**src/hw/policer_settings.svh**
```systemverilog
// Policer sizing macros
// Port count, beat width and bucket fixed-point split
`ifndef POLICER_SETTINGS_SVH
`define POLICER_SETTINGS_SVH

// Ingress ports, one bucket each
`define POLICER_NUM_PORTS 4

// Beat data width in bits
`define POLICER_DATA_W 32

// Packet byte-length field
`define POLICER_LEN_W 12

// Bucket fixed point, whole bytes then fraction
`define POLICER_WHOLE_W 16
`define POLICER_FRAC_W 16

// Port index width, log2 of the port count
`define POLICER_PORT_W 2

`endif

```
**src/hw/policer_pkg.sv**
```systemverilog
// Policer shared types
// Port and length fields, table select and the bucket fixed-point word
`default_nettype none

`include "policer_settings.svh"

package policer_pkg;

    ////////////////////////////////
    // Beat sideband fields
    ////////////////////////////////

    typedef logic [`POLICER_PORT_W-1:0] port_id_t;
    typedef logic [`POLICER_LEN_W-1:0] byte_len_t;

    // Config address bits 7:6
    typedef enum logic [1:0] {
        TBL_RATE        = 2'd0,
        TBL_THRESH      = 2'd1,
        TBL_ENABLE_RSVD = 2'd2
    } table_sel_t;

    ////////////////////////////////
    // Bucket fixed point
    ////////////////////////////////

    typedef struct packed {
        logic [`POLICER_WHOLE_W-1:0] whole;
        logic [`POLICER_FRAC_W-1:0]  fraction;
    } bucket_fixed_t;

    // Same word, arithmetic view or whole/fraction view
    typedef union packed {
        logic [`POLICER_WHOLE_W+`POLICER_FRAC_W-1:0] raw;
        bucket_fixed_t                               fixed;
    } bucket_t;

endpackage

`default_nettype wire

```
**src/hw/policer_config.sv**
```systemverilog
// Policer configuration tables
// Per-port drain rate and threshold, strobed write and read-back
`default_nettype none

`include "policer_settings.svh"

module policer_config (
    input  logic                                                 packet_in,
    input  logic                                                 rst,
    input  logic                                                 cfg_wr,
    input  logic                                                 cfg_rd,
    input  logic [7:0]                                           cfg_addr,
    input  logic [31:0]                                          cfg_wdata,
    output logic                                                 cfg_done,
    output logic                                                 cfg_err,
    output logic                                                 cfg_rvalid,
    output logic [31:0]                                          cfg_rdata,
    output logic [`POLICER_NUM_PORTS*$bits(policer_pkg::bucket_t)-1:0] rate_table,
    output logic [`POLICER_NUM_PORTS*`POLICER_WHOLE_W-1:0]       thresh_table
);

    localparam int RATE_W   = $bits(policer_pkg::bucket_t);
    localparam int THRESH_W = `POLICER_WHOLE_W;

    policer_pkg::table_sel_t sel;
    policer_pkg::port_id_t   idx;
    logic                    port_ok;
    logic                    addr_ok;
    logic [31:0]             rd_word;

    ////////////////////////////////
    // Address decode
    ////////////////////////////////

    assign sel     = policer_pkg::table_sel_t'(cfg_addr[7:6]);
    assign idx     = cfg_addr[`POLICER_PORT_W-1:0];
    assign port_ok = cfg_addr[5:0] < `POLICER_NUM_PORTS;
    // Reserved select and the unnamed code both fail
    assign addr_ok = port_ok &&
                     (sel == policer_pkg::TBL_RATE || sel == policer_pkg::TBL_THRESH);

    // Read mux, threshold zero-extended
    always_comb begin
        case (sel)
            policer_pkg::TBL_RATE:   rd_word = rate_table[idx*RATE_W +: RATE_W];
            policer_pkg::TBL_THRESH: rd_word = 32'(thresh_table[idx*THRESH_W +: THRESH_W]);
            default:                 rd_word = '0;
        endcase
    end

    ////////////////////////////////
    // Tables and responses
    ////////////////////////////////

    always_ff @(posedge packet_in) begin
        if (rst) begin
            cfg_done     <= 1'b0;
            cfg_err      <= 1'b0;
            cfg_rvalid   <= 1'b0;
            rate_table   <= '0;
            thresh_table <= '0;
        end else begin
            // One-cycle response pulses
            cfg_done   <= cfg_wr;
            cfg_rvalid <= cfg_rd;
            cfg_err    <= (cfg_wr || cfg_rd) && !addr_ok;
            // Bad writes leave tables alone
            if (cfg_wr && addr_ok) begin
                case (sel)
                    policer_pkg::TBL_RATE:
                        rate_table[idx*RATE_W +: RATE_W] <= cfg_wdata;
                    policer_pkg::TBL_THRESH:
                        thresh_table[idx*THRESH_W +: THRESH_W] <= cfg_wdata[THRESH_W-1:0];
                    default: ;
                endcase
            end
        end
    end

    // Read data, zero on a bad address
    always_ff @(posedge packet_in) begin
        if (cfg_rd) begin
            cfg_rdata <= addr_ok ? rd_word : '0;
        end
    end

    a_no_wr_rd_overlap: assert property (@(posedge packet_in) disable iff (rst)
        !(cfg_wr && cfg_rd));

endmodule

`default_nettype wire

```
**src/hw/policer_head_detect.sv**
```systemverilog
// Policer stage one
// Registers beats, flags the packet head and holds its port and length
`default_nettype none

`include "policer_settings.svh"

module policer_head_detect (
    input  logic                       packet_in,
    input  logic                       rst,
    input  logic                       in_valid,
    input  logic [`POLICER_DATA_W-1:0] in_data,
    input  logic                       in_last,
    input  policer_pkg::port_id_t      in_port,
    input  policer_pkg::byte_len_t     in_len,
    output logic                       s1_valid,
    output logic                       s1_head,
    output logic [`POLICER_DATA_W-1:0] s1_data,
    output logic                       s1_last,
    output policer_pkg::port_id_t      s1_port,
    output policer_pkg::byte_len_t     s1_len
);

    // Next valid beat starts a packet
    logic expect_head;

    always_ff @(posedge packet_in) begin
        if (rst) begin
            expect_head <= 1'b1;
            s1_valid    <= 1'b0;
            s1_head     <= 1'b0;
        end else begin
            s1_valid <= in_valid;
            s1_head  <= in_valid && expect_head;
            if (in_valid) begin
                expect_head <= in_last;
            end
        end
    end

    ////////////////////////////////
    // Beat payload
    ////////////////////////////////

    always_ff @(posedge packet_in) begin
        s1_data <= in_data;
        s1_last <= in_last;
        // Sampled at head only, held for the body beats
        if (in_valid && expect_head) begin
            s1_port <= in_port;
            s1_len  <= in_len;
        end
    end

    // Zero length would never fill a bucket
    a_head_len_nonzero: assert property (@(posedge packet_in) disable iff (rst)
        in_valid && expect_head |-> in_len != '0);

endmodule

`default_nettype wire

```
**src/hw/policer_bucket.sv**
```systemverilog
// Policer stage two
// Per-port leaky buckets, drop decision at each packet head
`default_nettype none

`include "policer_settings.svh"

module policer_bucket (
    input  logic                                                 packet_in,
    input  logic                                                 rst,
    input  logic [`POLICER_NUM_PORTS-1:0]                        enable,
    input  logic [`POLICER_NUM_PORTS*$bits(policer_pkg::bucket_t)-1:0] rate_table,
    input  logic [`POLICER_NUM_PORTS*`POLICER_WHOLE_W-1:0]       thresh_table,
    input  logic                                                 s1_valid,
    input  logic                                                 s1_head,
    input  logic [`POLICER_DATA_W-1:0]                           s1_data,
    input  logic                                                 s1_last,
    input  policer_pkg::port_id_t                                s1_port,
    input  policer_pkg::byte_len_t                               s1_len,
    output logic                                                 s2_valid,
    output logic                                                 s2_head,
    output logic                                                 s2_drop,
    output logic [`POLICER_DATA_W-1:0]                           s2_data,
    output logic                                                 s2_last,
    output policer_pkg::port_id_t                                s2_port,
    output policer_pkg::byte_len_t                               s2_len
);

    localparam int N        = `POLICER_NUM_PORTS;
    localparam int BUCKET_W = $bits(policer_pkg::bucket_t);
    localparam int THRESH_W = `POLICER_WHOLE_W;

    policer_pkg::bucket_t  bucket      [N];
    policer_pkg::bucket_t  next_bucket [N];
    policer_pkg::bucket_t  rate        [N];
    logic [THRESH_W-1:0]   thresh      [N];
    // One extra bit for carry out of the sums
    logic [THRESH_W:0]     level       [N];
    logic [BUCKET_W:0]     base        [N];
    logic [BUCKET_W:0]     fill_amt;
    logic [N-1:0]          head_hit;
    logic [N-1:0]          over;
    logic [N-1:0]          drop_vec;

    // Packet length moved into the whole part
    assign fill_amt = (BUCKET_W+1)'(s1_len) << `POLICER_FRAC_W;

    ////////////////////////////////
    // Bucket next state
    ////////////////////////////////

    always_comb begin
        for (int p = 0; p < N; p++) begin
            rate[p]   = rate_table[p*BUCKET_W +: BUCKET_W];
            thresh[p] = thresh_table[p*THRESH_W +: THRESH_W];

            // Threshold test on whole bytes only
            level[p]    = {1'b0, bucket[p].fixed.whole} + (THRESH_W+1)'(s1_len);
            over[p]     = level[p] > {1'b0, thresh[p]};
            head_hit[p] = s1_valid && s1_head && (s1_port == policer_pkg::port_id_t'(p));
            drop_vec[p] = head_hit[p] && enable[p] && over[p];

            // Accepted head adds its length before the drain
            if (head_hit[p] && !over[p]) begin
                base[p] = {1'b0, bucket[p].raw} + fill_amt;
            end else begin
                base[p] = {1'b0, bucket[p].raw};
            end

            // Drain, saturating at zero
            if (!enable[p]) begin
                next_bucket[p].raw = '0;
            end else if (base[p] > {1'b0, rate[p].raw}) begin
                next_bucket[p].raw = BUCKET_W'(base[p] - {1'b0, rate[p].raw});
            end else begin
                next_bucket[p].raw = '0;
            end
        end
    end

    always_ff @(posedge packet_in) begin
        if (rst) begin
            for (int p = 0; p < N; p++) begin
                bucket[p] <= '0;
            end
        end else begin
            for (int p = 0; p < N; p++) begin
                bucket[p] <= next_bucket[p];
            end
        end
    end

    ////////////////////////////////
    // Beat and decision register
    ////////////////////////////////

    always_ff @(posedge packet_in) begin
        if (rst) begin
            s2_valid <= 1'b0;
            s2_head  <= 1'b0;
            s2_drop  <= 1'b0;
        end else begin
            s2_valid <= s1_valid;
            s2_head  <= s1_valid && s1_head;
            // At most one port sees the head
            s2_drop  <= |drop_vec;
        end
    end

    always_ff @(posedge packet_in) begin
        s2_data <= s1_data;
        s2_last <= s1_last;
        s2_port <= s1_port;
        s2_len  <= s1_len;
    end

    a_drop_only_at_head: assert property (@(posedge packet_in) disable iff (rst)
        s2_drop |-> s2_head);

    for (genvar g = 0; g < N; g++) begin : g_dis_chk
        a_disabled_empty: assert property (@(posedge packet_in) disable iff (rst)
            !enable[g] |=> bucket[g].raw == '0);
    end

endmodule

`default_nettype wire

```
**src/hw/policer_marker.sv**
```systemverilog
// Policer stage three
// Spreads the head's drop mark over the whole packet
`default_nettype none

`include "policer_settings.svh"

module policer_marker (
    input  logic                       packet_in,
    input  logic                       rst,
    input  logic                       s2_valid,
    input  logic                       s2_head,
    input  logic                       s2_drop,
    input  logic [`POLICER_DATA_W-1:0] s2_data,
    input  logic                       s2_last,
    input  policer_pkg::port_id_t      s2_port,
    input  policer_pkg::byte_len_t     s2_len,
    output logic                       out_valid,
    output logic [`POLICER_DATA_W-1:0] out_data,
    output logic                       out_last,
    output policer_pkg::port_id_t      out_port,
    output policer_pkg::byte_len_t     out_len,
    output logic                       out_drop
);

    // Decision of the packet in flight
    logic drop_hold;

    always_ff @(posedge packet_in) begin
        if (rst) begin
            out_valid <= 1'b0;
            out_drop  <= 1'b0;
            drop_hold <= 1'b0;
        end else begin
            out_valid <= s2_valid;
            if (s2_valid && s2_head) begin
                drop_hold <= s2_drop;
            end
            // Head uses its fresh mark, body beats the held one
            if (s2_valid) begin
                out_drop <= s2_head ? s2_drop : drop_hold;
            end
        end
    end

    ////////////////////////////////
    // Output beat
    ////////////////////////////////

    always_ff @(posedge packet_in) begin
        out_data <= s2_data;
        out_last <= s2_last;
        out_port <= s2_port;
        out_len  <= s2_len;
    end

    a_drop_steady_in_packet: assert property (@(posedge packet_in) disable iff (rst)
        out_valid && !out_last |=> $stable(out_drop));

endmodule

`default_nettype wire

```
**src/hw/policer_top.sv**
```systemverilog
// Ingress policer top
// Head detect, bucket and marker stages with the config tables
`default_nettype none

`include "policer_settings.svh"

module policer_top (
    input  logic                          packet_in,
    input  logic                          rst,
    input  logic                          in_valid,
    input  logic [`POLICER_DATA_W-1:0]    in_data,
    input  logic                          in_last,
    input  policer_pkg::port_id_t         in_port,
    input  policer_pkg::byte_len_t        in_len,
    input  logic [`POLICER_NUM_PORTS-1:0] enable,
    input  logic                          cfg_wr,
    input  logic                          cfg_rd,
    input  logic [7:0]                    cfg_addr,
    input  logic [31:0]                   cfg_wdata,
    output logic                          out_valid,
    output logic [`POLICER_DATA_W-1:0]    out_data,
    output logic                          out_last,
    output policer_pkg::port_id_t         out_port,
    output policer_pkg::byte_len_t        out_len,
    output logic                          out_drop,
    output logic                          cfg_done,
    output logic                          cfg_err,
    output logic                          cfg_rvalid,
    output logic [31:0]                   cfg_rdata
);

    ////////////////////////////////
    // Inter-stage wires
    ////////////////////////////////

    logic [`POLICER_NUM_PORTS*$bits(policer_pkg::bucket_t)-1:0] rate_table;
    logic [`POLICER_NUM_PORTS*`POLICER_WHOLE_W-1:0]             thresh_table;

    logic                       s1_valid;
    logic                       s1_head;
    logic [`POLICER_DATA_W-1:0] s1_data;
    logic                       s1_last;
    policer_pkg::port_id_t      s1_port;
    policer_pkg::byte_len_t     s1_len;

    logic                       s2_valid;
    logic                       s2_head;
    logic                       s2_drop;
    logic [`POLICER_DATA_W-1:0] s2_data;
    logic                       s2_last;
    policer_pkg::port_id_t      s2_port;
    policer_pkg::byte_len_t     s2_len;

    policer_config u_config (
        .packet_in    (packet_in),
        .rst          (rst),
        .cfg_wr       (cfg_wr),
        .cfg_rd       (cfg_rd),
        .cfg_addr     (cfg_addr),
        .cfg_wdata    (cfg_wdata),
        .cfg_done     (cfg_done),
        .cfg_err      (cfg_err),
        .cfg_rvalid   (cfg_rvalid),
        .cfg_rdata    (cfg_rdata),
        .rate_table   (rate_table),
        .thresh_table (thresh_table)
    );

    // Stage one
    policer_head_detect u_head_detect (
        .packet_in (packet_in),
        .rst       (rst),
        .in_valid  (in_valid),
        .in_data   (in_data),
        .in_last   (in_last),
        .in_port   (in_port),
        .in_len    (in_len),
        .s1_valid  (s1_valid),
        .s1_head   (s1_head),
        .s1_data   (s1_data),
        .s1_last   (s1_last),
        .s1_port   (s1_port),
        .s1_len    (s1_len)
    );

    // Stage two
    policer_bucket u_bucket (
        .packet_in    (packet_in),
        .rst          (rst),
        .enable       (enable),
        .rate_table   (rate_table),
        .thresh_table (thresh_table),
        .s1_valid     (s1_valid),
        .s1_head      (s1_head),
        .s1_data      (s1_data),
        .s1_last      (s1_last),
        .s1_port      (s1_port),
        .s1_len       (s1_len),
        .s2_valid     (s2_valid),
        .s2_head      (s2_head),
        .s2_drop      (s2_drop),
        .s2_data      (s2_data),
        .s2_last      (s2_last),
        .s2_port      (s2_port),
        .s2_len       (s2_len)
    );

    // Stage three
    policer_marker u_marker (
        .packet_in (packet_in),
        .rst       (rst),
        .s2_valid  (s2_valid),
        .s2_head   (s2_head),
        .s2_drop   (s2_drop),
        .s2_data   (s2_data),
        .s2_last   (s2_last),
        .s2_port   (s2_port),
        .s2_len    (s2_len),
        .out_valid (out_valid),
        .out_data  (out_data),
        .out_last  (out_last),
        .out_port  (out_port),
        .out_len   (out_len),
        .out_drop  (out_drop)
    );

endmodule

`default_nettype wire

```
**config.mk**
```make
export PLATFORM = sky130hd
export DESIGN_NAME = policer_top
export DESIGN_NICKNAME = d
export VERILOG_FILES = /design/src/hw/policer_pkg.sv /design/src/hw/policer_config.sv /design/src/hw/policer_head_detect.sv /design/src/hw/policer_bucket.sv /design/src/hw/policer_marker.sv /design/src/hw/policer_top.sv
export VERILOG_INCLUDE_DIRS = /design/src /design/src/hw
export SDC_FILE = /design/constraint.sdc
export NUM_CORES = 1
export LEC_CHECK = 0
export ABC_AREA = 1
export BUFFER_PORTS_ARGS = -buffer_cell sky130_fd_sc_hd__buf_2
export CAP_MARGIN = 20
export CELL_PAD_IN_SITES_DETAIL_PLACEMENT = 1
export CELL_PAD_IN_SITES_GLOBAL_PLACEMENT = 1
export CORE_ASPECT_RATIO = 1.4
export CORE_MARGIN = 2
export CORE_UTILIZATION = 38
export CTS_CLUSTER_DIAMETER = 50
export DETAILED_ROUTE_END_ITERATION = 16
export PLACE_DENSITY = 0.85
export SKIP_CTS_REPAIR_TIMING = 1
export SLEW_MARGIN = 20
export SYNTH_ARGS = -nofsm -noshare
export SYNTH_HDL_FRONTEND = slang
export SYNTH_HIERARCHICAL = 1
export SYNTH_SLANG_ARGS = --single-unit
export TNS_END_PERCENT = 1
```
**constraint.sdc**
```tcl
create_clock -name packet_in -period 4.41 [get_ports packet_in]
set_input_delay 0.6615 -clock packet_in [delete_from_list [all_inputs] [get_ports packet_in]]
set_output_delay 0.6615 -clock packet_in [all_outputs]
set_load 0.01 [all_outputs]
```
==> results.sh <==
export IMPL_outcome="finished, violations left"
export IMPL_violations="negative setup slack"
export IMPL_gp_congestion=1.019
export IMPL_antenna_found_initial=7
export IMPL_layout_setup_ws_ps=-1386
export IMPL_first_iter_violations=2997
export IMPL_worstPathMaxFanout=8
export IMPL_drt_total_wl_um=161500
export IMPL_ys_types=62
export IMPL_swShare=0.3028
export IMPL_place_ws_ps=-1168
export IMPL_cp_start_kind="flip-flop"
export IMPL_use_met1=0.3455
export IMPL_worst_path_buf_inv=7
export IMPL_core_area_sq_mm=0.08320
export IMPL_min_period_ps=5796
export IMPL_tightest_slew_ps=1293
export IMPL_maxCapViolCount=0
export IMPL_nets=5747
export IMPL_htree_levels=2
export IMPL_cp_common_cell="nand2_1"
export IMPL_intPower_uw=8622
export IMPL_num_rows=125
export IMPL_finalHoldViolations=0
export IMPL_grt_total_usage=0.3330
export IMPL_critical_path_class="reg -> reg"
export IMPL_insertion_delay_ps=690
export IMPL_netlist_area_leader_share=0.2876
export IMPL_max_clock_freq_ghz=0.1725
export IMPL_initial_core_util=0.3840
export IMPL_avgRoutedWirePerCell_um=24.72
export IMPL_cp_depth=33
export IMPL_clkTransAtPathRegs_ps=60
export IMPL_tritoncts="done"
export IMPL_power_total_uw=12370
export IMPL_grt_max_degree=93
export IMPL_fin_skew_ps=31.89
export IMPL_max_slew_margin=0.1286
export IMPL_rsz0062_at_grt="yes"
export IMPL_critical_path_max_stage_delay_ps=400
export IMPL_setup_viol=128
export IMPL_power_share_combinational=0.178
export IMPL_worstPathRequired_ps=5030
export IMPL_slew_violations=0
export IMPL_grt_busiest_layer="met2"
export IMPL_worst_path_max_delay_cell="ha_1"
export IMPL_gr_total_overflow=0
export IMPL_cp_startpoint="u_head_detect/s1_len[0]$_DFFE_PP_"
export IMPL_drcViolationCount=0
export IMPL_syn_inst=4721
export IMPL_power_switching_uw=3744
export IMPL_die_h_um=347.1
export IMPL_rr_worst_depth=33
export IMPL_synth_area_sq_mm=0.03195
export IMPL_vias=36506
export IMPL_ys_seq_area_frac=0.3308
export IMPL_grt_use_met2=0.5685
export IMPL_clkSinkCount=505
export IMPL_p_seq_frac=0.386
export IMPL_async_flop_share=0
export IMPL_ir_worst_vdd_mv=0.3327
export IMPL_synth_edf_count=46
export IMPL_synth_warnings=6
export IMPL_synth_area_leaders="dfxtp_1 29%, nand2_1 13%, inv_1 9.6%, ha_1 9.6%, nor2_1 6.5%"
export IMPL_clock_root_buffer="clkbuf_16"
export IMPL_use_met3=0.05982
export IMPL_grt_pass1_wl_um=218100
export IMPL_drive_gt1_frac=0.2349
export IMPL_hp_class="in -> reg"
export IMPL_port_buffers=179
export IMPL_leakage_uw=0.02129
export IMPL_dp_cells=6352
export IMPL_power_density_mw_per_mm2=293.0
export IMPL_dp_final_hpwl_um=116800
export IMPL_cpLargestDelayFamily="simple AND/OR/NAND/NOR gates"
export IMPL_num_io_pins=180
export IMPL_final_antenna_net_count=0
export IMPL_syn_nets=5070
export IMPL_rrSetupSlack_ps=-1390
export IMPL_grt_pass1_vias=36827
export IMPL_first_pass_iters=6
export IMPL_pwr_share_clk=0.436
export IMPL_setup_tns_ps=-140230
export IMPL_syn_area_per_cell_sq_um=6.768
export IMPL_die_w_um=249.1
export IMPL_avgViaCountPerCell=5.587
export IMPL_r2r_end="u_bucket/bucket[1][15]$_SDFF_PP0_"
export IMPL_endpoint_kind="flip-flop"
export IMPL_instances_no_fill=6534
export IMPL_ys_flop_type="dfxtp_1"
export IMPL_ctsLongestPathBuffers=3
export IMPL_r2r_start="u_head_detect/s1_len[0]$_DFFE_PP_"
export IMPL_die_area_sq_mm=0.08645
export IMPL_post_route_period_util=1.314
export IMPL_netlist_top_cell_by_area="dfxtp_1"
export IMPL_critPathArrivalTime_ps=6410
export IMPL_area_growth_pct=32.09
export IMPL_crit_end="u_bucket/bucket[1][15]$_SDFF_PP0_"
export IMPL_ys_ff_latch=505
export IMPL_cts_made_buffers=61
[sequential cells by signal, summed over array words and instances (netlist names), 12 cells and up]
| signal | flops |
|---|---|
| u_bucket/bucket | 128 |
| u_head_detect/s1_data | 32 |
| u_bucket/s2_len | 12 |
| u_config/rate_table | 128 |
| u_config/cfg_rdata | 32 |
| u_head_detect/s1_len | 12 |
| u_config/thresh_table | 64 |
| u_marker/out_len | 12 |
| u_bucket/s2_data | 32 |
| u_marker/out_data | 32 |
[synthesized netlist by cell type, drive strengths merged (15+ instances only)]
| cell type | count |
|---|---|
| a21o | 43 |
| a21oi | 351 |
| a31oi | 28 |
| buf | 74 |
| clkbuf | 77 |
| dfxtp | 459 |
| edfxtp | 46 |
| ha | 245 |
| inv | 830 |
| nand2 | 1127 |
| nand3 | 157 |
| nand4 | 131 |
| nor2 | 571 |
| nor3 | 62 |
| nor4 | 15 |
| o211ai | 18 |
| o21ai | 245 |
| o21bai | 25 |
| xnor2 | 42 |
| xor2 | 87 |
[routing by layer]
metal / part of all wire / vias up
met4: 0.11 / 2
li1: - / 16379
met3: 0.063 / 751
met2: 0.47 / 1733
met5: 0.000093 / -
met1: 0.35 / 17641
[per-stage QoR]
stage / util / hold slack, ps / instance area (sq um)
floorplan: - / 309.6 / 32180
global placement: 0.4544 / 309.5 / 37810
detailed placement: 0.4544 / 313.2 / 37810
CTS: 0.4800 / 66.04 / 39930
global route: 0.5071 / 69.84 / 42190
finish: 0.5073 / 86.87 / 42210
[final cells by class]
class / instances / area (sq um)
diodes: 7 / 17.52
clock buffers: 74 / 1657
clock inverters: 39 / 470.5
fillers: 10627 / 41000
inverters: 837 / 3182
multi-input cells: 3231 / 19240
flip-flops and latches: 505 / 10570
well taps: 1079 / 1350
repair buffers: 761 / 5713
repair inverters: 1 / 8.758
[how the worst min path moves through the flow]
stage | start | endpoint | slack (ps) | cells after the start
2_1_floorplan | u_head_detect/s1_data[0]$_DFF_P_ | u_bucket/s2_data[0]$_DFF_P_ | 310 | 0
3_3_place_gp | u_bucket/s2_data[1]$_DFF_P_ | u_marker/out_data[1]$_DFF_P_ | 310 | 0
3_5_place_dp | u_head_detect/s1_data[16]$_DFF_P_ | u_bucket/s2_data[16]$_DFF_P_ | 310 | 0
4_1_cts | in_data[15] | u_head_detect/s1_data[15]$_DFF_P_ | 70 | 1
5_1_grt | in_data[26] | u_head_detect/s1_data[26]$_DFF_P_ | 70 | 1
6_report | in_data[15] | u_head_detect/s1_data[15]$_DFF_P_ | 90 | 1
[worst register-to-register path: cells and delay by family, from the launching register on]
kind / cells / cell delay, ps
and+or+nand+nor: 19 / 2420
adders and majority gates: 4 / 1280
buffers and inverters: 7 / 1130
DFF: 1 / 370
xor gates and xnor gates: 1 / 320
AOI/OAI and AO/OA: 2 / 230
[kinds of logic (layout without fill, tap and decap cells)]
logic type,after synthesis,in the layout,synth area share
flops,505,505,0.3308
buf+inv,988,1712,0.1212
xor+xnor,129,129,0.03536
simple gates,2093,2096,0.2779
fa+ha+maj,253,253,0.1010
compound gates,753,753,0.1338
other cells,0,7,0
[power groups by stage]
| stage | Combinational (uW) | Sequential, uW | Clock (uW) |
|---|---|---|---|
| 2_1_floorplan | 932 | 4880 | 0 |
| 3_3_place_gp | 1800 | 4860 | 0 |
| 3_5_place_dp | 1850 | 4870 | 0 |
| 4_1_cts | 1870 | 4770 | 5450 |
| 5_1_grt | 2300 | 4780 | 5630 |
| 6_report | 2200 | 4770 | 5400 |
[layout by cell type, fill, tap and decap left out, drive strengths merged, types with 26 or more instances in the layout]
cell type	count
a21o	43
a21oi	351
a31oi	28
buf	752
clkbuf	83
clkinv	26
dfxtp	459
edfxtp	46
ha	245
inv	843
nand2	1130
nand3	157
nand4	131
nor2	571
nor3	62
o21ai	245
xnor2	42
xor2	87
Power figures use the tool's default switching activity.
